===== src/verilog/core_pkg.sv =====
package core_pkg;

    // machine word, used for both addresses and data
    localparam int WORD_SIZE = 32;

    typedef logic [WORD_SIZE-1:0] word_t;

    // data memory geometry
    localparam int MEM_WORDS = 256;

    // byte offset inside one word, dropped when indexing the memory
    localparam int BYTE_OFF_W = $clog2(WORD_SIZE / 8);

    // word index taken from the address bits above the byte offset
    localparam int MEM_IDX_W = $clog2(MEM_WORDS);

    typedef logic [MEM_IDX_W-1:0] mem_idx_t;

endpackage

===== src/verilog/lsq_pkg.sv =====
package lsq_pkg;

    // store buffer sizing
    localparam int SB_ENTRY = 8;
    localparam int SB_IDX_W = $clog2(SB_ENTRY);
    // free count needs one more bit to hold SB_ENTRY itself
    localparam int SB_CNT_W = SB_IDX_W + 1;

    typedef logic [SB_IDX_W-1:0] sb_idx_t;
    typedef logic [SB_CNT_W-1:0] sb_cnt_t;

    // one buffer entry
    typedef struct packed {
        logic            wb;
        core_pkg::word_t addr;
        core_pkg::word_t data;
    } sb_entry_t;

    // store write-back from the address unit
    typedef struct packed {
        sb_idx_t         dest;
        core_pkg::word_t addr;
        core_pkg::word_t data;
    } sb_wb_t;

    // issued store operands
    typedef struct packed {
        core_pkg::word_t base;
        core_pkg::word_t offset;
        core_pkg::word_t data;
    } st_issue_t;

    // issued load; newest is the youngest older store entry
    typedef struct packed {
        core_pkg::word_t base;
        core_pkg::word_t offset;
        sb_idx_t         newest;
        logic            has_older;
    } ld_req_t;

    typedef struct packed {
        core_pkg::word_t data;
        logic            fwd;
    } ld_res_t;

endpackage


===== src/verilog/store_agu.sv =====
`timescale 1ns/1ns

module store_agu
(
    input  logic                clk_i,
    input  logic                reset_i,
    // issued store and the entry it was given
    input  logic                st_issue_v_i,
    input  lsq_pkg::st_issue_t  st_issue_i,
    input  lsq_pkg::sb_idx_t    st_entry_i,
    input  logic                rob_mispredict_i,
    // write-back into the store buffer
    output logic                sb_wb_v_o,
    output lsq_pkg::sb_wb_t     sb_wb_o
);
    import core_pkg::*;
    import lsq_pkg::*;

    word_t  st_addr;
    logic   wb_v_q;
    sb_wb_t wb_q;

    // effective address
    assign st_addr = st_issue_i.base + st_issue_i.offset;

    always_ff @(posedge clk_i)
    begin
        if (reset_i)
        begin
            wb_v_q <= 1'b0;
        end
        else
        begin
            // a flush drops the write-back still in this stage
            wb_v_q <= st_issue_v_i & ~rob_mispredict_i;
        end
    end

    // payload only follows a valid issue
    always_ff @(posedge clk_i)
    begin
        if (st_issue_v_i)
        begin
            wb_q.dest <= st_entry_i;
            wb_q.addr <= st_addr;
            wb_q.data <= st_issue_i.data;
        end
    end

    assign sb_wb_v_o = wb_v_q;
    assign sb_wb_o   = wb_q;

endmodule


===== config.mk =====
export PLATFORM = sky130hd
export DESIGN_NAME = store_agu
export DESIGN_NICKNAME = d
export VERILOG_FILES = /design/src/verilog/core_pkg.sv /design/src/verilog/lsq_pkg.sv /design/src/verilog/store_agu.sv
export SDC_FILE = /design/constraint.sdc
export NUM_CORES = 1
export LEC_CHECK = 0
export ABC_AREA = 1
export BUFFER_PORTS_ARGS = -buffer_cell sky130_fd_sc_hd__buf_4
export CAP_MARGIN = 25
export CORE_MARGIN = 5
export CORE_UTILIZATION = 40
export CTS_CLUSTER_DIAMETER = 40
export DETAILED_ROUTE_END_ITERATION = 7
export PLACE_DENSITY = 0.68
export SYNTH_ARGS = -nofsm -noshare
export SYNTH_HDL_FRONTEND = slang
export SYNTH_SLANG_ARGS = --single-unit

===== constraint.sdc =====
create_clock -name clk_i -period 2.4 [get_ports clk_i]
set_input_delay 0.24 -clock clk_i [delete_from_list [all_inputs] [get_ports clk_i]]
set_output_delay 0.24 -clock clk_i [all_outputs]
set_load 0.02 [all_outputs]

[After elaboration in Yosys (flattened, before gate mapping)]
Index checks and enable logic that the tools add are counted.
Storage, ports and cells
  word-level logic and storage cells: 7
  input bits: 103
  flip-flop bits (word level): 68
  output and inout port bits: 68
Cells by class
  bitwise logic cells: 2
  add/sub/neg operators: 1
Operators by type and width (count)
  $add 32x32->32: 1
  $and 1x1->1: 1
  $not 1->1: 1

[Depth between registers and ports, before layout]
  depth in word-level cells: 2
  gate-level depth with buffers: 12
  mapped depth without buffers: 12

[Least setup slack after synthesis]
No wires, ideal clock.
  path type: input port to flip-flop
  start: input port st_issue_i[32] (netlist name)
  end: register wb_q (netlist bit sb_wb_o[60]) (data pin)
  setup slack: 0.616 ns
  path buffers: 0
  data arrival time: 1.531 ns
  data required time: 2.148 ns
  stages on the path: 12
  cell sequence: ha_1 fa_1 nand3_1 nand3_2 nand2_1 nand2_2 nand2_1 nand2_2 nand2_1 nand2_1 nand2_1 nand2_1
Between the ends
  cells in the longest elaborated chain, start to end: 1
RTL lines
  start: declaration: line store_agu.sv:9  | input lsq_pkg::st_issue_t st_issue_i,
  $add 32x32->32: line store_agu.sv:24  | assign st_addr = st_issue_i.base + st_issue_i.offset;
  named net st_addr[28]: line store_agu.sv:19  | word_t st_addr;
  end: declaration: line store_agu.sv:21  | sb_wb_t wb_q;
The timed path passes the listed nets, and every way through them passes these cells.
A chain may end at the register's enable or synchronous reset.

[Worst setup path in the final report]
Same ends and word-level chain as after synthesis.

==> metrics.txt <==
status=finished clean; total grt overflow=0; Sw Share=30.1%; setup TNS after final layout=0 ns; Peak VDD IR=0.000295 V; CORE AREA=10800 sq um; Max Slew Vio Count=0; share of the synthesized area in the top cell type=45.5%; final worst path period share=73.2%; initial antenna violation count=0; Port Buf Inserts=170; CTS root buffer=clkbuf_8; endpoints failing setup=0; first-pass GRT wire length=18.7 mm; area grow syn2layout=39.1%; Peak Freq=569 MHz; Post-CTS Resized=0; simple-gate share of the synthesized area=29.3%; I/O Pins=171; DR DRC count=0; Initial Utilization=40.8%; # H-tree levels=3; filler-free cell count of the finished design=890; Die H=115 um; Fill cells=1024; HP Class=in2reg; drt first-iter violations=250; RSZ-0062 raised after global routing=no; Total Die Area=13300 sq um; syn nets=698; CP Launch Type=primary input; number of core rows=38; Psw=0.00116 W; tightest hold margin=0.0427 ns; Crit-path slowest cell=fa_1; CTS buffer count=9; Adder-Cell Fraction of Synth Area=9.22%; CTS tree=done; post-route ant nets=0; Yosys Warn Count=0; footprint of the multi-input gates=1970 sq um; ant diodes=0; vias in the first global route=3965; Synth Area in Compound Gates=2.86%; hold violation count in the final report=0; Tot GR Track Use=17.8%; Logic pwr share=29.0%; GPL Wtd Cong=0.941; Reg area=2030 sq um; sequential share of power=39.2%; CP required=2.51 ns; Seq/Total Area, Yosys=45.9%; synth top area cells=edfxtp_1 45%, nand2_1 19%, inv_1 9.2%; Synth Area in XOR/XNOR=3.17%; Max FO, Critical Path=4; Nets=880; Slew HR=65.4%; Synth Instances=563; library cells used by synthesis=23; post-synthesis mux area share=0%; clk buf depth=2; internal power component=0.00269 W; clock sinks=68; placed insts=874; syn_area_per_cell=7.86 sq um; Worst setup EP type=flop; minimum clock period=1.76 ns; clock slew at reported path FFs=0.08 ns; area leader, netlist=edfxtp_1; worst-margin pin slew=0.519 ns; CTS Hold Buffers Added=0; crit-path cells=buf_4, ha_1, fa_1, nand3_1, nand3_2, nand2_1, nand2_2, nand2_1, nand2_2, nand2_1, nand2_1, nand2_1, nand2_1; chip width=115 um; hpwl dp=9.85 mm; Worst Path Arrival=1.86 ns; main combinational cell family by area after synthesis=simple AND/OR/NAND/NOR gates; Via Count=4050; clock network fraction of total power=31.8%; Min-Delay Path Depth=2; Setup Crit Path Kind=in2reg; WL/cell=13.4 um; #FFs+latches synth=68; cell area after synthesis=4420 sq um; CP dominant cell by count=nand2_1; Via density=4.55; first-pass detailed-route iteration total=4; share of layout cells above drive strength 1=28.5%; max cap viols=0; Slowest Stage Delay on Critical Path=0.49 ns; Power Density=625 nW/um^2; Post CTS Setup Buffer Count=0; Detailed Route WL=11.9 mm; Static Leak=3.34 nW; pin count of the biggest net entering global routing=38
-- layout by cell type, fill, tap and decap left out, types with 2 or more instances in the layout --
cell,n
xnor2_1,2
bufinv_16,3
inv_2,3
nor3_1,3
nand3_1,23
nand4_1,3
nor3_2,2
nand2_2,14
o21bai_1,2
nor2_1,38
inv_1,109
xor2_1,14
nand2_1,221
clkbuf_8,11
nor2_2,2
buf_4,170
a21oi_1,19
ha_1,31
edfxtp_1,67
nand3_2,4
clkinv_4,2
-- synth_stat cells, drive strengths merged --
cell type	n
edfxtp	67
xnor2	2
dfxtp	1
or2	1
a21o	1
nor3b	1
inv	112
nand2	235
a21oi	20
ha	31
nand4	3
xor2	14
o21bai	2
nor2	40
nor3	5
fa	1
nand3	27
-- area by class of cell --
cell class	count	area share (%)
sequential	68	33.0
multi-input combinational	383	32.0
timing repair buffer	171	21.1
inverter	112	6.83
tap	140	2.85
clock buffer	11	2.46
clock inverter	5	1.75
-- logic make-up (layout without fill, tap and decap cells) --
| group | count (synthesis) | count (layout) |
|---|---|---|
| simple gates | 312 | 312 |
| buf+inv | 112 | 299 |
| compound gates | 23 | 23 |
| fa+ha+maj | 32 | 32 |
| flops | 68 | 68 |
| xor+xnor | 16 | 16 |
-- per-layer routing --
metal / part of all wire [%] / global-route usage [%]
met2: 48 / 30.3
met3: 6.7 / 3.47
met1: 43 / 23.2
met5: 0 / 0
met4: 1.7 / 5.24
-- critical path: cells and delay by family --
kind | cells | cell delay, ns
AND/OR/NAND/NOR | 10 | 0.80
buffers and inverters | 1 | 0.11
adder cells (fa/ha/maj) | 2 | 0.72
-- power by group through the flow --
stage | logic [W] | registers (W) | clock network [W]
after global placement | 0.00111 | 0.00153 | 0
after global routing | 0.00123 | 0.00152 | 0.00130
after floorplan | 0.000455 | 0.00171 | 0
final | 0.00112 | 0.00151 | 0.00122
after CTS | 0.00112 | 0.00151 | 0.00125
after detailed placement | 0.00112 | 0.00154 | 0
-- worst paths after layout --
check	from	endpoint	slack, ns
setup / recovery	st_issue_i[32]	sb_wb_o[60]	0.64
hold / removal	rob_mispredict_i	sb_wb_v_o	0.04
-- flip-flops by register name, indices dropped and copies added (netlist names) --
name and cells:
sb_wb_v_o 1, sb_wb_o 67
-- per-stage QoR --
step | cell area (sq um) | utilization, % | total power, W | setup WS, ns
after global placement | 5900 | 54.4 | 0.00264 | 0.342
after CTS | 6150 | 56.8 | 0.00389 | 0.682
after global routing | 6150 | 56.8 | 0.00406 | 0.553
final | 6150 | 56.8 | 0.00385 | 0.642
after detailed placement | 5900 | 54.4 | 0.00266 | 0.301
after floorplan | 4420 | - | 0.00216 | 0.616
Note: power is estimated with default switching activity, not from simulation.
