`config.mk`:
```
export PLATFORM = sky130hd
export DESIGN_NAME = store_buffer
export DESIGN_NICKNAME = d
export VERILOG_FILES = /design/src/verilog/core_pkg.sv /design/src/verilog/lsq_pkg.sv /design/src/verilog/store_buffer.sv
export SDC_FILE = /design/constraint.sdc
export NUM_CORES = 2
export LEC_CHECK = 0
export BUFFER_PORTS_ARGS = -buffer_cell sky130_fd_sc_hd__buf_2
export CAP_MARGIN = 10
export CORE_MARGIN = 2
export CORE_UTILIZATION = 40
export DETAILED_ROUTE_END_ITERATION = 8
export HOLD_SLACK_MARGIN = 0.12
export PLACE_DENSITY_LB_ADDON = 0.3
export SLEW_MARGIN = 30
export SYNTH_ARGS = -nofsm -noshare
export SYNTH_HDL_FRONTEND = slang
export SYNTH_SLANG_ARGS = --single-unit
```
`constraint.sdc`:
```
create_clock -name clk_i -period 8.65 [get_ports clk_i]
set_input_delay 1.73 -clock clk_i [delete_from_list [all_inputs] [get_ports clk_i]]
set_output_delay 1.73 -clock clk_i [all_outputs]
set_load 0.01 [all_outputs]
```
`src/verilog/core_pkg.sv`:
```
package core_pkg;

    // machine word, used for both addresses and data
    localparam int WORD_SIZE = 32;

    typedef logic [WORD_SIZE-1:0] word_t;

    // data memory geometry
    localparam int MEM_WORDS = 256;

    // byte offset inside one word, dropped when indexing the memory
    localparam int BYTE_OFF_W = $clog2(WORD_SIZE / 8);

    // word index taken from the address bits above the byte offset
    localparam int MEM_IDX_W = $clog2(MEM_WORDS);

    typedef logic [MEM_IDX_W-1:0] mem_idx_t;

endpackage
```
`src/verilog/lsq_pkg.sv`:
```
package lsq_pkg;

    // store buffer sizing
    localparam int SB_ENTRY = 8;
    localparam int SB_IDX_W = $clog2(SB_ENTRY);
    // free count needs one more bit to hold SB_ENTRY itself
    localparam int SB_CNT_W = SB_IDX_W + 1;

    typedef logic [SB_IDX_W-1:0] sb_idx_t;
    typedef logic [SB_CNT_W-1:0] sb_cnt_t;

    // one buffer entry
    typedef struct packed {
        logic            wb;
        core_pkg::word_t addr;
        core_pkg::word_t data;
    } sb_entry_t;

    // store write-back from the address unit
    typedef struct packed {
        sb_idx_t         dest;
        core_pkg::word_t addr;
        core_pkg::word_t data;
    } sb_wb_t;

    // issued store operands
    typedef struct packed {
        core_pkg::word_t base;
        core_pkg::word_t offset;
        core_pkg::word_t data;
    } st_issue_t;

    // issued load; newest is the youngest older store entry
    typedef struct packed {
        core_pkg::word_t base;
        core_pkg::word_t offset;
        sb_idx_t         newest;
        logic            has_older;
    } ld_req_t;

    typedef struct packed {
        core_pkg::word_t data;
        logic            fwd;
    } ld_res_t;

endpackage

```
`src/verilog/store_buffer.sv`:
```
`timescale 1ns/1ns

module store_buffer
(
    input  logic               clk_i,
    input  logic               reset_i,
    // allocation from issue
    input  logic               alloc_v_i,
    output lsq_pkg::sb_idx_t   alloc_entry_o,
    output logic               alloc_ready_o,
    // rob side
    input  logic               rob_commit_st_i,
    input  logic               rob_mispredict_i,
    // write-back from the store address unit
    input  logic               sb_wb_v_i,
    input  lsq_pkg::sb_wb_t    sb_wb_i,
    // load forwarding query
    input  core_pkg::word_t    fwd_addr_i,
    input  lsq_pkg::sb_idx_t   fwd_newest_i,
    output logic               fwd_v_o,
    output core_pkg::word_t    fwd_data_o,
    // commit write to memory
    output logic               mem_wr_v_o,
    output core_pkg::word_t    mem_wr_addr_o,
    output core_pkg::word_t    mem_wr_data_o
);
    import core_pkg::*;
    import lsq_pkg::*;

    sb_entry_t [SB_ENTRY-1:0] sb_q;
    sb_entry_t [SB_ENTRY-1:0] sb_n;
    sb_idx_t                  alloc_q;
    sb_idx_t                  alloc_n;
    sb_idx_t                  commit_q;
    sb_idx_t                  commit_n;
    sb_cnt_t                  free_q;
    sb_cnt_t                  free_n;

    // forwarding search
    logic [SB_ENTRY-1:0]      match_vec;
    logic [SB_ENTRY-1:0]      rot_match;
    sb_idx_t                  newest_off;
    sb_idx_t                  hit_off;
    sb_idx_t                  hit_idx;
    logic                     hit;

    assign alloc_entry_o = alloc_q;
    assign alloc_ready_o = (free_q != '0) && !rob_mispredict_i;

    // head retires only once its address and data are known
    assign mem_wr_v_o    = rob_commit_st_i & sb_q[commit_q].wb;
    assign mem_wr_addr_o = sb_q[commit_q].addr;
    assign mem_wr_data_o = sb_q[commit_q].data;

    always_comb
    begin
        sb_n     = sb_q;
        alloc_n  = alloc_q;
        commit_n = commit_q;
        free_n   = free_q;

        // new store, not yet written back
        if (alloc_v_i)
        begin
            sb_n[alloc_q].wb = 1'b0;
            alloc_n          = alloc_q + 1'b1;
            free_n           = free_n - 1'b1;
        end

        if (sb_wb_v_i)
        begin
            sb_n[sb_wb_i.dest].wb   = 1'b1;
            sb_n[sb_wb_i.dest].addr = sb_wb_i.addr;
            sb_n[sb_wb_i.dest].data = sb_wb_i.data;
        end

        if (mem_wr_v_o)
        begin
            sb_n[commit_q].wb = 1'b0;
            commit_n          = commit_q + 1'b1;
            free_n            = free_n + 1'b1;
        end

        // wrong path, drop every uncommitted store
        if (rob_mispredict_i)
        begin
            sb_n     = '0;
            alloc_n  = '0;
            commit_n = '0;
            free_n   = sb_cnt_t'(SB_ENTRY);
        end
    end

    // written-back entries holding the queried address
    always_comb
    begin
        match_vec = '0;
        for (int i = 0; i < SB_ENTRY; i++)
        begin
            if (sb_q[i].wb && (sb_q[i].addr == fwd_addr_i))
            begin
                match_vec[i] = 1'b1;
            end
        end
    end

    // reorder so bit 0 is the oldest entry
    always_comb
    begin
        for (int i = 0; i < SB_ENTRY; i++)
        begin
            rot_match[i] = match_vec[sb_idx_t'(commit_q + sb_idx_t'(i))];
        end
    end

    assign newest_off = fwd_newest_i - commit_q;

    // last hit in age order is the youngest one
    always_comb
    begin
        hit     = 1'b0;
        hit_off = '0;
        for (int i = 0; i < SB_ENTRY; i++)
        begin
            if (rot_match[i] && (sb_idx_t'(i) <= newest_off))
            begin
                hit     = 1'b1;
                hit_off = sb_idx_t'(i);
            end
        end
    end

    assign hit_idx    = hit_off + commit_q;
    assign fwd_v_o    = hit & ~rob_mispredict_i;
    assign fwd_data_o = sb_q[hit_idx].data;

    always_ff @(posedge clk_i)
    begin
        if (reset_i)
        begin
            sb_q     <= '0;
            alloc_q  <= '0;
            commit_q <= '0;
            free_q   <= sb_cnt_t'(SB_ENTRY);
        end
        else
        begin
            sb_q     <= sb_n;
            alloc_q  <= alloc_n;
            commit_q <= commit_n;
            free_q   <= free_n;
        end
    end

endmodule

```
# Word-level counts from Yosys, hierarchy flattened
# Cells that the tools add are included.
# W data, S select, Z words.
dict set report classes {
  addsub 12
  mul 0
  div_mod_pow 0
  magnitude_cmp 22
  n_eq_ne 8
  n_shift 0
  mux 63
  bitwise_logic 3
  n_reduce_logical 23
}
# operator n
set ops {}
lappend ops {{$bwmux W520} 5}
lappend ops {{$mux W520} 3}
lappend ops {{$demux W65 S3} 5}
lappend ops {{$bmux W65 S3} 2}
lappend ops {{$mux W65} 4}
lappend ops {{$eq A32 B32 Y1} 8}
lappend ops {{$mux W32} 2}
lappend ops {{$mux W64} 1}
lappend ops {{$lt A3 B4 Y1 const B} 11}
lappend ops {{$mux W1} 25}
lappend ops {{$bmux W1 S3} 8}
lappend ops {{$logic_and A1 B1 Y1} 20}
lappend ops {{$mux W3} 6}
lappend ops {{$add A3 B3 Y3 const B} 4}
lappend ops {{$le A3 B3 Y1 const A} 4}
lappend ops {{$ge A3 B1 Y1 const B} 3}
lappend ops {{$mux W4} 2}
lappend ops {{$add A3 B1 Y3 const B} 2}
lappend ops {{$add A3 B2 Y3 const B} 2}
lappend ops {{$le A1 B3 Y1 const A} 2}
lappend ops {{$le A2 B3 Y1 const A} 2}
lappend ops {{$add A4 B1 Y4 const B} 1}
lappend ops {{$reduce_bool A4 Y1} 1}
lappend ops {{$sub A4 B1 Y4 const B} 1}
lappend ops {{other kinds (6)} 7}
dict set report word_totals {
  register_bits 530
  latch_bits 0
  ramBits 0
  mem_bits_ro 0
  inputBits 108
  out_inout_bits 102
  elab_cells 158
  n_memories 0
}

# Depth between registers and ports, before layout
dict set report depth {
  ltp_word 16
  ltp_mapped 21
  mapped_depth_nobuf 18
}

# Worst setup path before layout
# OpenSTA, ideal clock, no wires.
dict set report synth_path {
  path_kind {in2out}
  startpoint {in fwd_addr_i[0]}
  endpoint {out fwd_data_o[0]}
  arrival_ps 5962
  required_ps 6920
  path_slack_ps 958
  cell_stages 18
  n_path_buf 4
  path_cell_list {buf_6 > xnor2_2 > o211ai_1 > or4_4 > or4_4 > mux4_2 > and2_4 > nor2_1 > o32ai_1 > ha_1 > fa_1 > xor2_1 > or3_1 > buf_4 > and2_4 > buf_6 > buf_12 > mux2_4}
}
dict set report synth_between {
  elab_chain_cells 16
  word_cells_on_any_way 55
  classes_between {add/sub: 1; eq/ne: 8; mux: 31; reduce/logical: 15}
}
# item line_no
set synth_lines {}
lappend synth_lines {{start, declared} store_buffer.sv:18} ;# input core_pkg::word_t fwd_addr_i,
lappend synth_lines {{$eq A32 B32 Y1} store_buffer.sv:100} ;# if (sb_q[i].wb && (sb_q[i].addr == fwd_addr_i))
lappend synth_lines {{$logic_and A1 B1 Y1} store_buffer.sv:100}
lappend synth_lines {{$mux W1} store_buffer.sv:100}
lappend synth_lines {{$bmux W1 S3} store_buffer.sv:112} ;# rot_match[i] = match_vec[sb_idx_t'(commit_q + sb_idx_t'(i))];
lappend synth_lines {{$mux W1 (not written as such)} store_buffer.sv:112}
lappend synth_lines {{$logic_and A1 B1 Y1} store_buffer.sv:125} ;# if (rot_match[i] && (sb_idx_t'(i) <= newest_off))
lappend synth_lines {{$mux W1} store_buffer.sv:125}
lappend synth_lines {{$mux W3 (5 in a row)} store_buffer.sv:125}
lappend synth_lines {{$mux W3 (*)} store_buffer.sv:125}
lappend synth_lines {{$add A3 B3 Y3 (*)} store_buffer.sv:133} ;# assign hit_idx = hit_off + commit_q;
lappend synth_lines {{$bmux W65 S3 (*)} store_buffer.sv:135} ;# assign fwd_data_o = sb_q[hit_idx].data;
lappend synth_lines {{$mux W32 (not written as such) (*)} store_buffer.sv:135}
lappend synth_lines {{end, declared} store_buffer.sv:21} ;# output core_pkg::word_t fwd_data_o,
# Every way passes the cells marked *; elsewhere a longest branch is shown, timed or not. The select of a mux whose other input is x is not followed.

# Worst setup path in the final report
dict set report layout_path {
  startpoint {in fwd_addr_i[6]}
  endpoint {out fwd_data_o[12]}
}
# Same word-level chain as after synthesis.

==> qor.csv <==
stage,metric,value,unit
outcome,outcome,"finished, final reports clean",
global_route,grt_overflow_total,0,
pwr,p_leak,11.1,nW
global_route,first_global_vias,24500,
pwr,power.density,172,nW/um^2
global_route,use_met3,0.0546,
timing,fin_crit,8470,ps
drt,postRouteWirelength,108000,um
clock_tree,cts_tree,built,
critical_path,r2r-start,commit_q[1]$_SDFFE_PP0P_,
clock_tree,clkTransAtPathRegs,60,ps
synth,async_flop_share,0,
final_layout,drive_above_1_share,0.171,
drt,ant_nets,0,
place,io_buffers,209,
timing,worst_pin_slew,1180,ps
clock_tree,h-tree-depth,2,
synth,yosys_warnings,0,
synth,synth-edff-count,0,
critical_path,r2r_cells,7,
critical_path,endpoint,fwd_data_o[12],
synth,synth_area_per_cell,8.20,sq um
floorplan,rows,97,
hold_path,holdCritPathClass,reg2reg,
final_layout,final_cell_mix,"1244 x nand2_1, 533 x a21oi_1, 527 x dfxtp_1, 209 x buf_2, 169 x mux4_2",
critical_path,cp-startpoint,fwd_addr_i[6],
timing,setup-tns-final,0,ps
final_layout,multiInputGateArea,16600,sq um
global_route,grt.busiest_layer,met2,
clock_tree,clkLatencyLatePin,660,ps
drt,viasPerCell,5.80,
floorplan,num_io_pins,210,
place,gp_congestion,0.981,
critical_path,worstPathArrival,6740,ps
critical_path,cp-start-kind,input port,
synth,synth_seq_cells,530,
synth,netlist_area,28600,sq um
global_route,globalRouteMet1Util,0.383,
floorplan,initial_core_util,0.406,
clock_tree,cts_hold_buf,0,
timing,fmax,118,MHz
global_route,antenna_found_initial,16,
clock_tree,cts_made_buffers,60,
place,hpwl,66600,um
synth,ys_types,61,
floorplan,placeableCoreArea,70400,sq um
final_layout,areaGrowthSynthToFinish,12.6,%
floorplan,die_x,271,um
critical_path,end_kind,output port,
critical_path,crit_fanout,8,
clock_tree,clock_sinks,530,
final_layout,layout.cells.most_common,nand2_1,
run,drv_cap,0,
drt,drcViolationCount,0,
critical_path,setup.worst_path.class,in2out,
synth,syn_nets,3606,
timing,min_period_over_period,0.980,
final_layout,fin_area,32200,sq um
drt,routedWlPerCell,24.1,um
drt,vias,26000,
drt,dr.pass1.iters,5,
timing,max_slew_margin,0.212,
timing,hold_viol,0,
final_layout,seqCellArea,10600,sq um
final_layout,fill_cells,6927,
global_route,grtUsageTotal,0.285,
final_layout,fin_cells,4478,
timing,worst_clock_skew,30.5,ps
timing,finalSetupViolCount,0,
clock_tree,root_buffer,clkbuf_16,
floorplan,fp.dieH,271,um
critical_path,rrSetupSlack,4590,ps
timing,rsz0062_at_grt,no,
place,post_dp_cell_area,30100,sq um
place,dp.cells,4355,
global_route,use_met2,0.444,
critical_path,r2r-end,sb_q[519]$_SDFF_PP0_,
clock_tree,cts_buffer_depth,3,
floorplan,dieArea,73600,sq um
synth,syn_inst,3484,
final_layout,nets,3603,
synth,synth-seq-area-share,0.371,
synth,yosys_most_used_dff,dfxtp_1,
pwr,vdd_ir_drop_max,0.000148,V
drt,drtIter0Drc,2913,
global_route,grt_pass1_wl,160000,um
timing,finalMaxSlewViolations,0,
global_route,grt_max_degree,216,
critical_path,required,6920,ps
how the worst min path moves through the flow:
stage / from / endpoint / slack [ps] / cells after the start
3_3_place_gp: flop / flop / 450 / 2
4_1_cts: flop / flop / 470 / 2
6_report: flop / flop / 470 / 2
5_1_grt: flop / flop / 480 / 2
2_1_floorplan: flop / flop / 440 / 2
3_5_place_dp: flop / flop / 460 / 2
kinds of logic after synthesis:
family,Yosys count,share of synthesized area
buffers and inverters,356,0.0528
AND/OR/NAND/NOR,1453,0.206
XOR/XNOR,266,0.0818
adder cells (fa/ha/maj),14,0.00666
multiplexers,240,0.162
AO/OA/AOI/OAI,625,0.120
flip-flops,530,0.371
synth_stat cells (all sizes together), types with 28 or more instances:
library cell  number  share of area
xor2             137          0.042
dfxtp            530           0.37
nor4              36         0.0079
clkbuf           281          0.040
a21oi            533          0.093
mux4             169           0.13
mux2i             43          0.015
nor2b             33         0.0072
mux2              28          0.014
nand4             35         0.0077
buf               61          0.011
xnor2            129          0.040
nand2           1247           0.16
per-stage QoR:
| stage | utilization | setup WS, ps | total power, W | hold slack, ps |
|---|---|---|---|---|
| detailed placement | 0.427 | 196 | 0.00294 | 458 |
| global placement | 0.427 | 197 | 0.00294 | 451 |
| floorplan | - | 958 | 0.00279 | 442 |
| global route | 0.457 | 72.1 | 0.00567 | 484 |
| finish | 0.457 | 177 | 0.00553 | 467 |
| CTS | 0.456 | 177 | 0.00554 | 466 |
layer usage:
metal	wire length [um]	vias to the layer above
met5	99	-
met4	5210	18
met3	10700	296
met2	48700	1345
met1	43300	12600
li1	-	11700
area by class of cell:
class,count,share of cell area
flip-flops and latches,530,0.330
inverters,14,0.00167
repair buffers,276,0.0511
clock inverters,30,0.0106
clock buffers,80,0.0521
multi-input cells,2599,0.517
diodes,9,0.000700
well taps,940,0.0366
report_power, final:
part	switching [W]	total, W	internal, W
Sequential	0.0000204	0.00248	0.00246
Clock	0.00112	0.00263	0.00151
Combinational	0.000302	0.000416	0.000114
repair_timing:
action                     4_1_cts  5_1_grt
buffers inserted                 0        3
gates resized for setup          0        5
setup endpoints to repair        0       32
critical path, cell delays in order:
cell and delay [ps]:
buf_2 180, xnor2_1 500, nand4_1 270, nor4_1 450
and3_1 330, mux4_2 270, o22ai_1 80, a21o_1 210
a21boi_0 150, o21a_1 140, o32ai_1 80, buf_4 180
ha_4 150, fa_4 460, xor2_1 170, or3_4 480
and2_4 220, buf_12 160, mux2_1 360, buf_2 160
(Power assumes the default switching activity.)
