### src/verilog/core_pkg.sv
package core_pkg;

    // machine word, used for both addresses and data
    localparam int WORD_SIZE = 32;

    typedef logic [WORD_SIZE-1:0] word_t;

    // data memory geometry
    localparam int MEM_WORDS = 256;

    // byte offset inside one word, dropped when indexing the memory
    localparam int BYTE_OFF_W = $clog2(WORD_SIZE / 8);

    // word index taken from the address bits above the byte offset
    localparam int MEM_IDX_W = $clog2(MEM_WORDS);

    typedef logic [MEM_IDX_W-1:0] mem_idx_t;

endpackage
### src/verilog/lsq_pkg.sv
package lsq_pkg;

    // store buffer sizing
    localparam int SB_ENTRY = 8;
    localparam int SB_IDX_W = $clog2(SB_ENTRY);
    // free count needs one more bit to hold SB_ENTRY itself
    localparam int SB_CNT_W = SB_IDX_W + 1;

    typedef logic [SB_IDX_W-1:0] sb_idx_t;
    typedef logic [SB_CNT_W-1:0] sb_cnt_t;

    // one buffer entry
    typedef struct packed {
        logic            wb;
        core_pkg::word_t addr;
        core_pkg::word_t data;
    } sb_entry_t;

    // store write-back from the address unit
    typedef struct packed {
        sb_idx_t         dest;
        core_pkg::word_t addr;
        core_pkg::word_t data;
    } sb_wb_t;

    // issued store operands
    typedef struct packed {
        core_pkg::word_t base;
        core_pkg::word_t offset;
        core_pkg::word_t data;
    } st_issue_t;

    // issued load; newest is the youngest older store entry
    typedef struct packed {
        core_pkg::word_t base;
        core_pkg::word_t offset;
        sb_idx_t         newest;
        logic            has_older;
    } ld_req_t;

    typedef struct packed {
        core_pkg::word_t data;
        logic            fwd;
    } ld_res_t;

endpackage

### src/verilog/load_unit.sv
`timescale 1ns/1ns

module load_unit
(
    input  logic               clk_i,
    input  logic               reset_i,
    // issued load
    input  logic               ld_issue_v_i,
    input  lsq_pkg::ld_req_t   ld_issue_i,
    input  logic               rob_mispredict_i,
    // forwarding query to the store buffer
    output core_pkg::word_t    fwd_addr_o,
    output lsq_pkg::sb_idx_t   fwd_newest_o,
    input  logic               fwd_v_i,
    input  core_pkg::word_t    fwd_data_i,
    // data memory read port
    output core_pkg::word_t    mem_rd_addr_o,
    input  core_pkg::word_t    mem_rd_data_i,
    // result
    output logic               ld_done_o,
    output lsq_pkg::ld_res_t   ld_res_o
);
    import core_pkg::*;
    import lsq_pkg::*;

    word_t   ld_addr;

    // stage 1, address and age tag
    logic    s1_v_q;
    word_t   s1_addr_q;
    sb_idx_t s1_newest_q;
    logic    s1_older_q;

    // stage 2, forwarding answer while memory data arrives
    logic    s2_v_q;
    logic    s2_fwd_q;
    word_t   s2_fwd_data_q;

    assign ld_addr = ld_issue_i.base + ld_issue_i.offset;

    always_ff @(posedge clk_i)
    begin
        if (reset_i)
        begin
            s1_v_q <= 1'b0;
            s2_v_q <= 1'b0;
        end
        else
        begin
            s1_v_q <= ld_issue_v_i & ~rob_mispredict_i;
            s2_v_q <= s1_v_q & ~rob_mispredict_i;
        end
    end

    always_ff @(posedge clk_i)
    begin
        s1_addr_q   <= ld_addr;
        s1_newest_q <= ld_issue_i.newest;
        s1_older_q  <= ld_issue_i.has_older;
        // no older store means nothing can forward
        s2_fwd_q      <= s1_older_q & fwd_v_i;
        s2_fwd_data_q <= fwd_data_i;
    end

    // query and memory read share the stage 1 address
    assign fwd_addr_o    = s1_addr_q;
    assign fwd_newest_o  = s1_newest_q;
    assign mem_rd_addr_o = s1_addr_q;

    // a load leaving while the flush is up is killed too
    assign ld_done_o     = s2_v_q & ~rob_mispredict_i;
    assign ld_res_o.fwd  = s2_fwd_q;
    assign ld_res_o.data = s2_fwd_q ? s2_fwd_data_q : mem_rd_data_i;

endmodule

### config.mk
export PLATFORM = sky130hd
export DESIGN_NAME = load_unit
export DESIGN_NICKNAME = d
export VERILOG_FILES = /design/src/verilog/core_pkg.sv /design/src/verilog/lsq_pkg.sv /design/src/verilog/load_unit.sv
export SDC_FILE = /design/constraint.sdc
export NUM_CORES = 1
export LEC_CHECK = 0
export BUFFER_PORTS_ARGS = -buffer_cell sky130_fd_sc_hd__buf_2
export CAP_MARGIN = 20
export CORE_MARGIN = 2
export CORE_UTILIZATION = 30
export DETAILED_ROUTE_END_ITERATION = 16
export HOLD_SLACK_MARGIN = 0.05
export SYNTH_ARGS = -nofsm -noshare
export SYNTH_HDL_FRONTEND = slang
export SYNTH_SLANG_ARGS = --single-unit
### constraint.sdc
create_clock -name clk_i -period 4.5 [get_ports clk_i]
set_clock_uncertainty 0.15 [all_clocks]
set_input_delay 0.9 -clock clk_i [delete_from_list [all_inputs] [get_ports clk_i]]
set_output_delay 0.9 -clock clk_i [all_outputs]
set_load 0.01 [all_outputs]
# After elaboration in Yosys (flattened, before gate mapping)
# Cells that the tools add are included.
[classes]
n_addsub = 1
n_mux = 1
n_bitwise = 5
[ops]
columns = ["cell", "count"]
rows = [
  ["adder 32 bit", 1],
  ["two-way mux 32 bit", 1],
  ["AND 1 bit", 4],
  ["inverter 1 bit", 1],
]
[word_totals]
register_bits = 71
inputBits = 137
out_inout_bits = 101
elab_cells = 14

# Logic depth before layout (Yosys ltp)
# Gate-level depths: netlist of the first run.
[logic_depth]
word_depth = 2
ltp_mapped = 9
mapped_depth_nobuf = 9

# Least setup slack after synthesis of the first run
# No wires, ideal clock.
[synth_path]
path_type = "input -> register"
start = "in ld_issue_i[4] (netlist bit)"
end = "reg s1_addr_q[30], in the netlist fwd_addr_o[30]"
setup_time_ns = 0.119
arrival_time_ns = 2.805
required_time_ns = 4.231
slack_ns = 1.426
path_stages = 9
n_path_buf = 0
cell_sequence = "ha_1 > fa_1 > a21o_1 > a221oi_1 > and4bb_1 > o21ai_1 > a21oi_1 > a211o_1 > xor2_1"
[synth_via]
elab_chain_cells = 1
[synth_rtl]
columns = ["element", "line_no", "text"]
rows = [
  ["start, declared", "load_unit.sv:9", "input lsq_pkg::ld_req_t ld_issue_i,"],
  ["adder 32 bit", "load_unit.sv:39", "assign ld_addr = ld_issue_i.base + ld_issue_i.offset;"],
  ["via ld_addr[30]", "load_unit.sv:26", "word_t ld_addr;"],
  ["end signal, assigned", "load_unit.sv:57", "s1_addr_q <= ld_addr;"],
  ["end, declared", "load_unit.sv:30", "word_t s1_addr_q;"],
]
# The timed path passes the listed nets, and every way through them passes these cells.
# A chain may end at the register's enable or synchronous reset.

# Final worst setup path of the first run
# Same ends and word-level chain as after synthesis.

==> results.ini, run 1 <==
[sta]
period_needed_ps=3100
setup_viol=0
setup_slack_ps=1400
slew_headroom=0.711
fin_setup_tns_ps=0
max_freq_mhz=322
worst_pin_slew_ps=433
rsz0062_at_grt=false
hold_slack_ps=289
hold_violations=0
final.period_utilization=0.689
drv_slew=0

[global_route]
grt_pass1_wl_microns=16500
grt_max_degree=34
grt_overflow=0
antenna_found_initial=0
track_usage=0.146
first_global_vias=3462

[setup_path]
required_ps=4560
rrSetupSlack_ps=3820
r2r_start=s1_older_q$_DFF_P_
worstPathArrival_ps=3160
criticalPathCategory=input pin to flop
start_kind=input pin
startpoint=ld_issue_i[4]
path_max_fanout=3
end_kind=flop

[drt]
drc_errors=0
wl_per_cell_microns=13.5
drt_pass1_iterations=4
vias=3474
wirelength_microns=10300
ant_nets=0
viasPerCell=4.55
drtIter0Drc=146

[clock_tree]
clk_transition_reported_paths_ps=60
insertion_delay_ps=320
holdBufCountCts=0
cts_buffer_depth=2
cts_tree=done
h-tree-depth=3
root_buffer=clkbuf_16
cts_resized=0
postCtsSetupBuffers=0
clock-sinks=71
numCtsBuffers=9

[pwr]
p_leak_nw=2.57
total_power_mw=1.97
p_per_area_mw_per_mm2=380
ir_drop_uv=151

[synthesis]
synth_seq_area_share=0.366
synth_edf_count=0
ys.flop_type=dfxtp_1
synth_fp_nets=554
ys_ff_latch=71
synth.cell_area_sq_mm=0.00388
yosysWarnings=0
avgSynthCellArea_sq_um=10.1
syn_inst=385
ys_async_sr_fraction=0
synth_cell_types=50

[place]
io_buffers=237
dp_hpwl_microns=8630
dp_cells=747
gp_congestion=0.845
pre_cts_ws_ps=1040

[flow_run]
max-cap-violations=0

[finish]
finalNetCount=755
diodes=0
synthToLayoutAreaGrowth_pct=33.7
regArea_sq_mm=0.00142
layout.cells.non_filler=763
layout-drive-gt1-share=0.508
nFillCells=1295
multiInputGateArea_sq_mm=0.00206

[floorplan]
die_x_microns=118
start_util=0.307
core_area_sq_mm=0.0126
io_pins=238
dieArea_sq_mm=0.0139
num_rows=41
die_y_microns=118

[min_path]
hp-class=flop to flop
worstHoldStart=s1_older_q$_DFF_P_

[outcome]
status=finished clean

-- area by class of cell --
| class | count | share of cell area |
|---|---|---|
| clock buffers | 9 | 0.0434 |
| clock inverters | 7 | 0.00917 |
| flip-flops and latches | 71 | 0.274 |
| inverters | 6 | 0.00434 |
| repair buffers | 238 | 0.230 |
| well taps | 172 | 0.0415 |
| multi-input cells | 260 | 0.397 |
-- layout by cell type (no fill, tap or decap), drive strengths merged, types with 5 or more instances in the layout --
master and count:
nand2 16, nor2b 5, nor2 16, o21ai 21, nand3 5, and3 7, clkbuf 9, inv 7
a31oi 7, a21o 15, xnor2 18, ha 31, a221oi 5, xor2 11, dfxtp 71, nand4 8
a21oi 29, mux2 32, buf 238
-- cells in the mapped netlist, drive strengths merged, types with 3 or more instances --
library cell	number	area, sq um
nand4	8	56.3
nor3b	3	22.5
xor2	11	96.3
buf	42	312
a31oi	7	43.8
and3	7	43.8
a21oi	29	145
a221oi	5	56.3
nor2	16	62.6
ha	31	388
a211oi	4	50.1
clkbuf	6	62.6
dfxtp	71	1420
nand3	5	25.0
xnor2	18	158
nor2b	5	31.3
mux2	32	360
inv	6	22.5
o21ai	21	105
nand2	16	62.6
a21o	15	115
nor3	3	15.0
-- per-layer routing --
metal | routed length, microns | share of wire | GRT usage | up-vias
met5 | 0 | 0 | 0 | -
met4 | 197 | 0.019 | 0.0595 | 0
met3 | 616 | 0.060 | 0.0286 | 11
met2 | 5160 | 0.50 | 0.264 | 133
met1 | 4290 | 0.42 | 0.166 | 1577
li1 | - | - | - | 1753
-- sequential cells by signal, indices dropped and copies added (netlist names) --
register / flops
fwd_newest_o: 3
s2_v_q: 1
s2_fwd_q: 1
s2_fwd_data_q: 32
fwd_addr_o: 32
s1_v_q: 1
s1_older_q: 1
-- critical path: stages --
cell      delay [ps]
buf_2            100
ha_1             230
fa_1             410
a21o_1           230
a221oi_1         270
and4bb_1         280
o21ai_1          190
a21oi_1          120
a211o_1          280
xor2_1           150
-- where the power goes --
group | internal, mW | switching (mW) | total [mW]
Combinational | 0.273 | 0.307 | 0.580
Clock | 0.372 | 0.262 | 0.633
Sequential | 0.713 | 0.0425 | 0.755
-- metrics by stage --
step | cell area (sq um) | util
CTS | 5190 | 0.411
detailed placement | 4910 | 0.389
floorplan | 3880 | -
global placement | 4910 | 0.389
global route | 5190 | 0.411
finish | 5190 | 0.411
-- path summary, 6_finish.rpt --
kind | depth (start not counted) | end
hold / removal | 1 | s2_fwd_q$_DFF_P_
setup reg to reg | 1 | s2_fwd_q$_DFF_P_
setup / recovery | 10 | fwd_addr_o[30]$_DFF_P_
hold reg to reg | 1 | s2_fwd_q$_DFF_P_
-- cells by family after synthesis --
family / Yosys count / share of synthesized area
AOI/OAI and AO/OA: 98 / 0.172
xor gates and xnor gates: 29 / 0.0655
adders and majority gates: 32 / 0.105
buffers and inverters: 54 / 0.102
DFF: 71 / 0.366
muxes: 33 / 0.0955
and+or+nand+nor: 68 / 0.0935
Power figures use the tool's default switching activity.
==> inputs of run 2 (changes only) <==
--- a/config.mk
+++ b/config.mk
@@ -5,6 +5,7 @@
 export SDC_FILE = /design/constraint.sdc
 export NUM_CORES = 1
 export LEC_CHECK = 0
+export ABC_AREA = 1
 export BUFFER_PORTS_ARGS = -buffer_cell sky130_fd_sc_hd__buf_2
 export CAP_MARGIN = 20
 export CORE_MARGIN = 2
==> constraint.sdc (replaced) <==
create_clock -name clk_i -period 3.2 [get_ports clk_i]
set_clock_uncertainty 0.15 [all_clocks]
set_input_delay 0.64 -clock clk_i [delete_from_list [all_inputs] [get_ports clk_i]]
set_output_delay 0.64 -clock clk_i [all_outputs]
set_load 0.01 [all_outputs]
==> run 2 against run 1 <==
  * Design area up 13%
  * Cell count up 36%
  * Register-to-register slack worse by 1300 ps
  * Synthesized area up 13%
  * Critical endpoint is now ld_res_o[31]
  * Highest routed layer unchanged
==> results.ini, run 2 <==
[outcome]
status=finished clean

[floorplan]
num_rows=44  ; +7.3%
dieArea_sq_mm=0.0157  ; +13%
start_util=0.305  ; -0.00219
die_x_microns=125  ; +6.3%
io_pins=238  ; unchanged
core_area_sq_mm=0.0144  ; +14%
die_y_microns=125  ; +6.3%

[clock_tree]
holdBufCountCts=0  ; unchanged
clock-sinks=71  ; unchanged
h-tree-depth=3  ; unchanged
cts_buffer_depth=2  ; unchanged
cts_resized=0  ; unchanged
insertion_delay_ps=340  ; +20 ps
postCtsSetupBuffers=0  ; unchanged
cts_tree=done
root_buffer=clkbuf_16
clk_transition_reported_paths_ps=60  ; about the same
numCtsBuffers=9  ; unchanged

[finish]
nFillCells=1536  ; +19%
regArea_sq_mm=0.00142  ; unchanged
final_cell_mix=buf_2 (237), nand2_1 (227), inv_1 (114), dfxtp_1 (71), nor2_1 (39)
finalNetCount=1018  ; +35%
layout.cells.non_filler=1039  ; +36%
synthToLayoutAreaGrowth_pct=33.7  ; about the same
layout-drive-gt1-share=0.344  ; -0.163
multiInputGateArea_sq_mm=0.00229  ; +11%
final_common_cell=buf_2

[setup_path]
crit_chain=buf_4, mux2_2, buf_2
max_stage_delay_ps=500  ; +90 ps
slowest_stage=dfxtp_1
start_kind=flop
path_max_fanout=27  ; +24
worstPathArrival_ps=1770  ; -1390 ps
criticalPathCategory=flop to output pin
required_ps=2410  ; -2150 ps
end_kind=output pin

[synthesis]
synth.cell_area_sq_mm=0.00440  ; +13%
ys_top_cells_by_area=dfxtp_1 (32%), nand2_1 (19%), inv_1 (9.7%), ha_1 (8.8%), mux2_2 (7.7%)
synth_top_area_frac=0.323  ; -0.0435
yosys.area.top_type=dfxtp_1
synth_seq_area_share=0.323  ; -0.0435
ys_async_sr_fraction=0  ; unchanged
synth_cell_types=23  ; -54%
ys.flop_type=dfxtp_1
ys_ff_latch=71  ; unchanged
yosysWarnings=0  ; unchanged
syn_inst=637  ; +65%
synth_commonest_cells=nand2_1 (227), inv_1 (114), dfxtp_1 (71)
synth_most_common_cell=nand2_1
synth_fp_nets=806  ; +45%
synth_edf_count=0  ; unchanged
avgSynthCellArea_sq_um=6.91  ; -31%

[pwr]
total_power_mw=2.99  ; +52%
p_per_area_mw_per_mm2=507  ; +34%
ir_drop_uv=260  ; +73%
p_leak_nw=3.55  ; +38%

[global_route]
grt_max_degree=28  ; -18%
track_usage=0.161  ; +0.0149
antenna_found_initial=1  ; +1
grt_overflow=0  ; unchanged
first_global_vias=4130  ; +19%
grt_pass1_wl_microns=19900  ; +20%

[place]
gp_congestion=0.905  ; +7.2%
io_buffers=237  ; unchanged
dp_hpwl_microns=10600  ; +23%
pre_cts_ws_ps=731  ; -313 ps
dp_cells=1022  ; +37%

[min_path]
hp-class=input pin to flop

[drt]
vias=4393  ; +26%
drt_pass1_iterations=5  ; +1
viasPerCell=4.23  ; -7.1%
wl_per_cell_microns=12.1  ; -10%
drc_errors=0  ; unchanged
drtIter0Drc=219  ; +50%
wirelength_microns=12600  ; +22%
ant_nets=0  ; unchanged

[sta]
final.period_utilization=0.799
drv_slew=0  ; unchanged
slew_headroom=0.777  ; +0.0663
fin_setup_tns_ps=0  ; unchanged
rsz0062_at_grt=false
setup_slack_ps=643  ; -756 ps
period_needed_ps=2560
max_freq_mhz=391
worst_pin_slew_ps=334  ; -99.4 ps
setup_viol=0  ; unchanged
hold_violations=0  ; unchanged

[flow_run]
max-cap-violations=0  ; unchanged

[run 2: cell types whose count changed after synthesis, moves of 12 or more]
cell     change
nor2_1      +24
xnor2_1     -17
nand2_1    +212
nand3_1     +20
a21o_1      -12
o21ai_0     -15
inv_1      +108
[run 2: area by class of cell]
| cell class | instances | area share |
|---|---|---|
| diodes | 1 | 0.000425 |
| clock buffers | 9 | 0.0383 |
| clock inverters | 7 | 0.0164 |
| inverters | 114 | 0.0727 |
| multi-input cells | 415 | 0.389 |
| flip-flops and latches | 71 | 0.242 |
| well taps | 184 | 0.0391 |
| repair buffers | 238 | 0.203 |
[run 2: worst max-delay path, delay by kind of cell, from the launching register on]
kind                   cells  cell delay, ps
muxes                      1             380
DFF                        1             500
buffers and inverters      2             520
[run 2: final timing paths]
check / cells past startpoint / slack, ps / start / end
worst max-delay path: 3 / 640 / s2_fwd_q$_DFF_P_ / ld_res_o[31]
worst min-delay path: 1 / 250 / ld_issue_i[3] / fwd_newest_o[2]$_DFF_P_
worst max register to register: 1 / 2520 / s1_v_q$_SDFF_PP0_ / s2_v_q$_SDFF_PP0_
worst min register to register: 2 / 280 / s1_older_q$_DFF_P_ / s2_fwd_q$_DFF_P_
[run 2: power breakdown]
| part | leakage (nW) | internal, mW | switching, mW |
|---|---|---|---|
| combinational | 2.79 | 0.360 | 0.478 |
| clock | 0.160 | 0.685 | 0.412 |
| sequential | 0.598 | 0.993 | 0.0581 |
[run 2: cells by family (layout without fill, tap and decap cells)]
| family | Yosys count | after routing | share of synthesized area |
|---|---|---|---|
| other cells | 0 | 1 | 0 |
| xor+xnor | 16 | 16 | 0.0318 |
| flops | 71 | 71 | 0.323 |
| buf+inv | 151 | 368 | 0.158 |
| mux | 32 | 32 | 0.0819 |
| compound gates | 23 | 23 | 0.0279 |
| fa+ha+maj | 32 | 32 | 0.0927 |
| simple gates | 312 | 312 | 0.285 |
[run 2: layer usage]
metal,vias up,GRT usage,wire length (microns)
li1,2334,-,-
met1,1882,0.190,5370
met2,158,0.282,6090
met3,19,0.0300,849
met4,0,0.0725,267
met5,-,0,0
[run 2: stage by stage]
stage | util | hold slack, ps | cell area (sq um)
2_1_floorplan | - | 240 | 4400
3_3_place_gp | 0.385 | 260 | 5560
3_5_place_dp | 0.385 | 263 | 5560
4_1_cts | 0.408 | 233 | 5880
5_1_grt | 0.408 | 238 | 5880
6_report | 0.408 | 248 | 5880
==> inputs of run 3 (changes only) <==
--- a/config.mk
+++ b/config.mk
@@ -5,7 +5,7 @@
 export SDC_FILE = /design/constraint.sdc
 export NUM_CORES = 1
 export LEC_CHECK = 0
-export ABC_AREA = 1
+export ABC_AREA = 0
 export BUFFER_PORTS_ARGS = -buffer_cell sky130_fd_sc_hd__buf_2
 export CAP_MARGIN = 20
 export CORE_MARGIN = 2
==> constraint.sdc (replaced) <==
create_clock -name clk_i -period 2.4 [get_ports clk_i]
set_clock_uncertainty 0.15 [all_clocks]
set_input_delay 0.48 -clock clk_i [delete_from_list [all_inputs] [get_ports clk_i]]
set_output_delay 0.48 -clock clk_i [all_outputs]
set_load 0.01 [all_outputs]
==> run 3 against run 2 <==
  * Wire length down 11%
  * Utilization up 6.0 points
  * Critical endpoint is now fwd_addr_o[30]$_DFF_P_
  * First-iteration DRC count decreased by 28%
==> results.ini, run 3 (synthesis results as in run 1) <==
[finish]
final_common_cell=buf_2
final_cell_mix=buf_2 (235), dfxtp_1 (71), buf_4 (70), mux2_2 (32)
diodes=0  ; -1
synthToLayoutAreaGrowth_pct=52.4
fin_util=0.468  ; +0.0604
finalNetCount=825  ; -19%
layout-drive-gt1-share=0.589  ; +0.244
layout.cells.non_filler=833  ; -20%
final_area_sq_mm=0.00591  ; +0.45%

[sta]
period_needed_ps=2380
setup_slack_ps=15.5  ; -628 ps
setup_viol=0  ; unchanged
hold_slack_ps=102  ; -146 ps
fin_setup_tns_ps=0  ; unchanged
worst_pin_slew_ps=492  ; +158 ps
max_freq_mhz=419
slew_headroom=0.670  ; -0.107
hold_violations=0  ; unchanged
rsz0062_at_grt=true
drv_slew=0  ; unchanged
final.period_utilization=0.994

[clock_tree]
h-tree-depth=3  ; unchanged
cts_tree=done
insertion_delay_ps=320  ; -20 ps
root_buffer=clkbuf_16
cts_buffer_depth=2  ; unchanged
numCtsBuffers=9  ; unchanged
clock-sinks=71  ; unchanged
holdBufCountCts=0  ; unchanged
clk_transition_reported_paths_ps=60  ; about the same

[drt]
drc_errors=0  ; unchanged
ant_nets=0  ; unchanged
drt_pass1_iterations=4  ; -1
wl_per_cell_microns=13.5  ; +11%
drtIter0Drc=157  ; -28%
vias=3767  ; -14%
viasPerCell=4.52  ; +7.0%
wirelength_microns=11200  ; -11%

[place]
gp_congestion=0.877  ; -3.1%
pre_cts_ws_ps=-490  ; -1220 ps
dp_cells=813  ; -20%
dpl_cell_area_sq_mm=0.00544  ; -2.1%
io_buffers=237  ; unchanged
dp_hpwl_microns=9310  ; -12%

[setup_path]
end_kind=flop
crit_chain=buf_6, ha_4, fa_2, a21o_1, a221oi_2, and4bb_4, o21ai_4, a21oi_2, a211o_1, xor2_1
ff2ff_path_depth=1  ; unchanged
worstPathArrival_ps=2450  ; +680 ps
required_ps=2460  ; +50 ps
rrSetupSlack_ps=1720  ; -800 ps
start_kind=input pin
max_stage_delay_ps=350  ; -150 ps
slowest_stage=fa_2
r2r_start=s1_older_q$_DFF_P_
path_max_fanout=3  ; -89%
criticalPathCategory=input pin to flop
r2r_end=s2_fwd_q$_DFF_P_

[global_route]
grt_overflow=0  ; unchanged
grt_pass1_wl_microns=17500  ; -12%
grt_max_degree=28  ; unchanged
antenna_found_initial=0  ; -1
track_usage=0.156  ; -0.00491
first_global_vias=3708  ; -10%

[floorplan]
die_x_microns=118  ; -5.9%
core_area_sq_mm=0.0126  ; -13%
die_y_microns=118  ; -5.9%
start_util=0.307  ; +0.00219
dieArea_sq_mm=0.0139  ; -12%
io_pins=238  ; unchanged
num_rows=41  ; -6.8%

[pwr]
p_leak_nw=2.94  ; -17%
switchingPower_mw=1.22  ; +29%
total_power_mw=3.91  ; +31%
p_clk_frac=0.307  ; -0.060
power_frac_comb=0.330  ; +0.049
p_per_area_mw_per_mm2=662  ; +31%
ir_drop_uv=301  ; +16%
p_int_mw=2.69  ; +32%
swShare=0.312  ; -0.00513
seqPwrFrac=0.363  ; +0.011

[min_path]
worstHoldStart=fwd_data_i[25]
whs_endpoint=s2_fwd_data_q[25]$_DFF_P_
hp-class=input pin to flop
whs_path_depth=1  ; unchanged

[flow_run]
max-cap-violations=0  ; unchanged

[outcome]
status=finished clean

-- run 3: changes by cell type in the layout (fill, tap and decap cells not counted), moves of 14 or more --
cell     delta
nor2_1     -24
nand3_1    -21
buf_4      +69
xnor2_1    +17
o21ai_0    +14
nand2_1   -212
inv_1     -108
-- run 3: cell type report --
cell class | count | area [sq um]
clock buffer | 9 | 225
clock inverter | 7 | 48.8
fill | 1211 | 6710
inverter | 6 | 22.5
multi-input combinational | 260 | 2230
sequential | 71 | 1420
tap | 172 | 215
timing repair buffer | 308 | 1740
-- run 3: worst max path at each step --
| stage | start | end | slack, ps | cells past startpoint |
|---|---|---|---|---|
| after global placement | ld_issue_i[4] | fwd_addr_o[30]$_DFF_P_ | -470 | 10 |
| after CTS | ld_issue_i[4] | fwd_addr_o[30]$_DFF_P_ | 0.2 | 10 |
| after detailed placement | ld_issue_i[4] | fwd_addr_o[28]$_DFF_P_ | -490 | 10 |
| after floorplan | ld_issue_i[4] | fwd_addr_o[30]$_DFF_P_ | -120 | 9 |
| final | ld_issue_i[4] | fwd_addr_o[30]$_DFF_P_ | 20 | 10 |
| after global routing | ld_issue_i[4] | fwd_addr_o[30]$_DFF_P_ | -60 | 10 |
-- run 3: worst max-delay path, delay by kind of cell --
kind	cells	cell delay, ps
compound gates	5	930
xor+xnor	1	140
simple gates	1	300
buf+inv	1	100
fa+ha+maj	2	500
-- run 3: timing repair --
item,4_1_cts,5_1_grt
endpoints found under the setup margin,5,12
resized for setup,4,23
pin swaps,3,16
gates cloned,0,0
setup buffers,1,3
-- run 3: per-layer routing --
layer,part of all wire,up-vias,track usage,wire length (microns)
met5,0,-,0,0
met4,0.013,0,0.0535,142
met3,0.060,12,0.0359,676
met2,0.52,145,0.284,5850
met1,0.41,1716,0.177,4550
li1,-,1894,-,-
-- run 3: power groups by stage --
stage / logic [mW] / clock network, mW / registers [mW]
finish: 1.29 / 1.20 / 1.42
global route: 1.40 / 1.30 / 1.43
CTS: 1.25 / 1.24 / 1.42
detailed placement: 1.24 / 0 / 1.45
global placement: 1.23 / 0 / 1.44
floorplan: 0.740 / 0 / 1.48
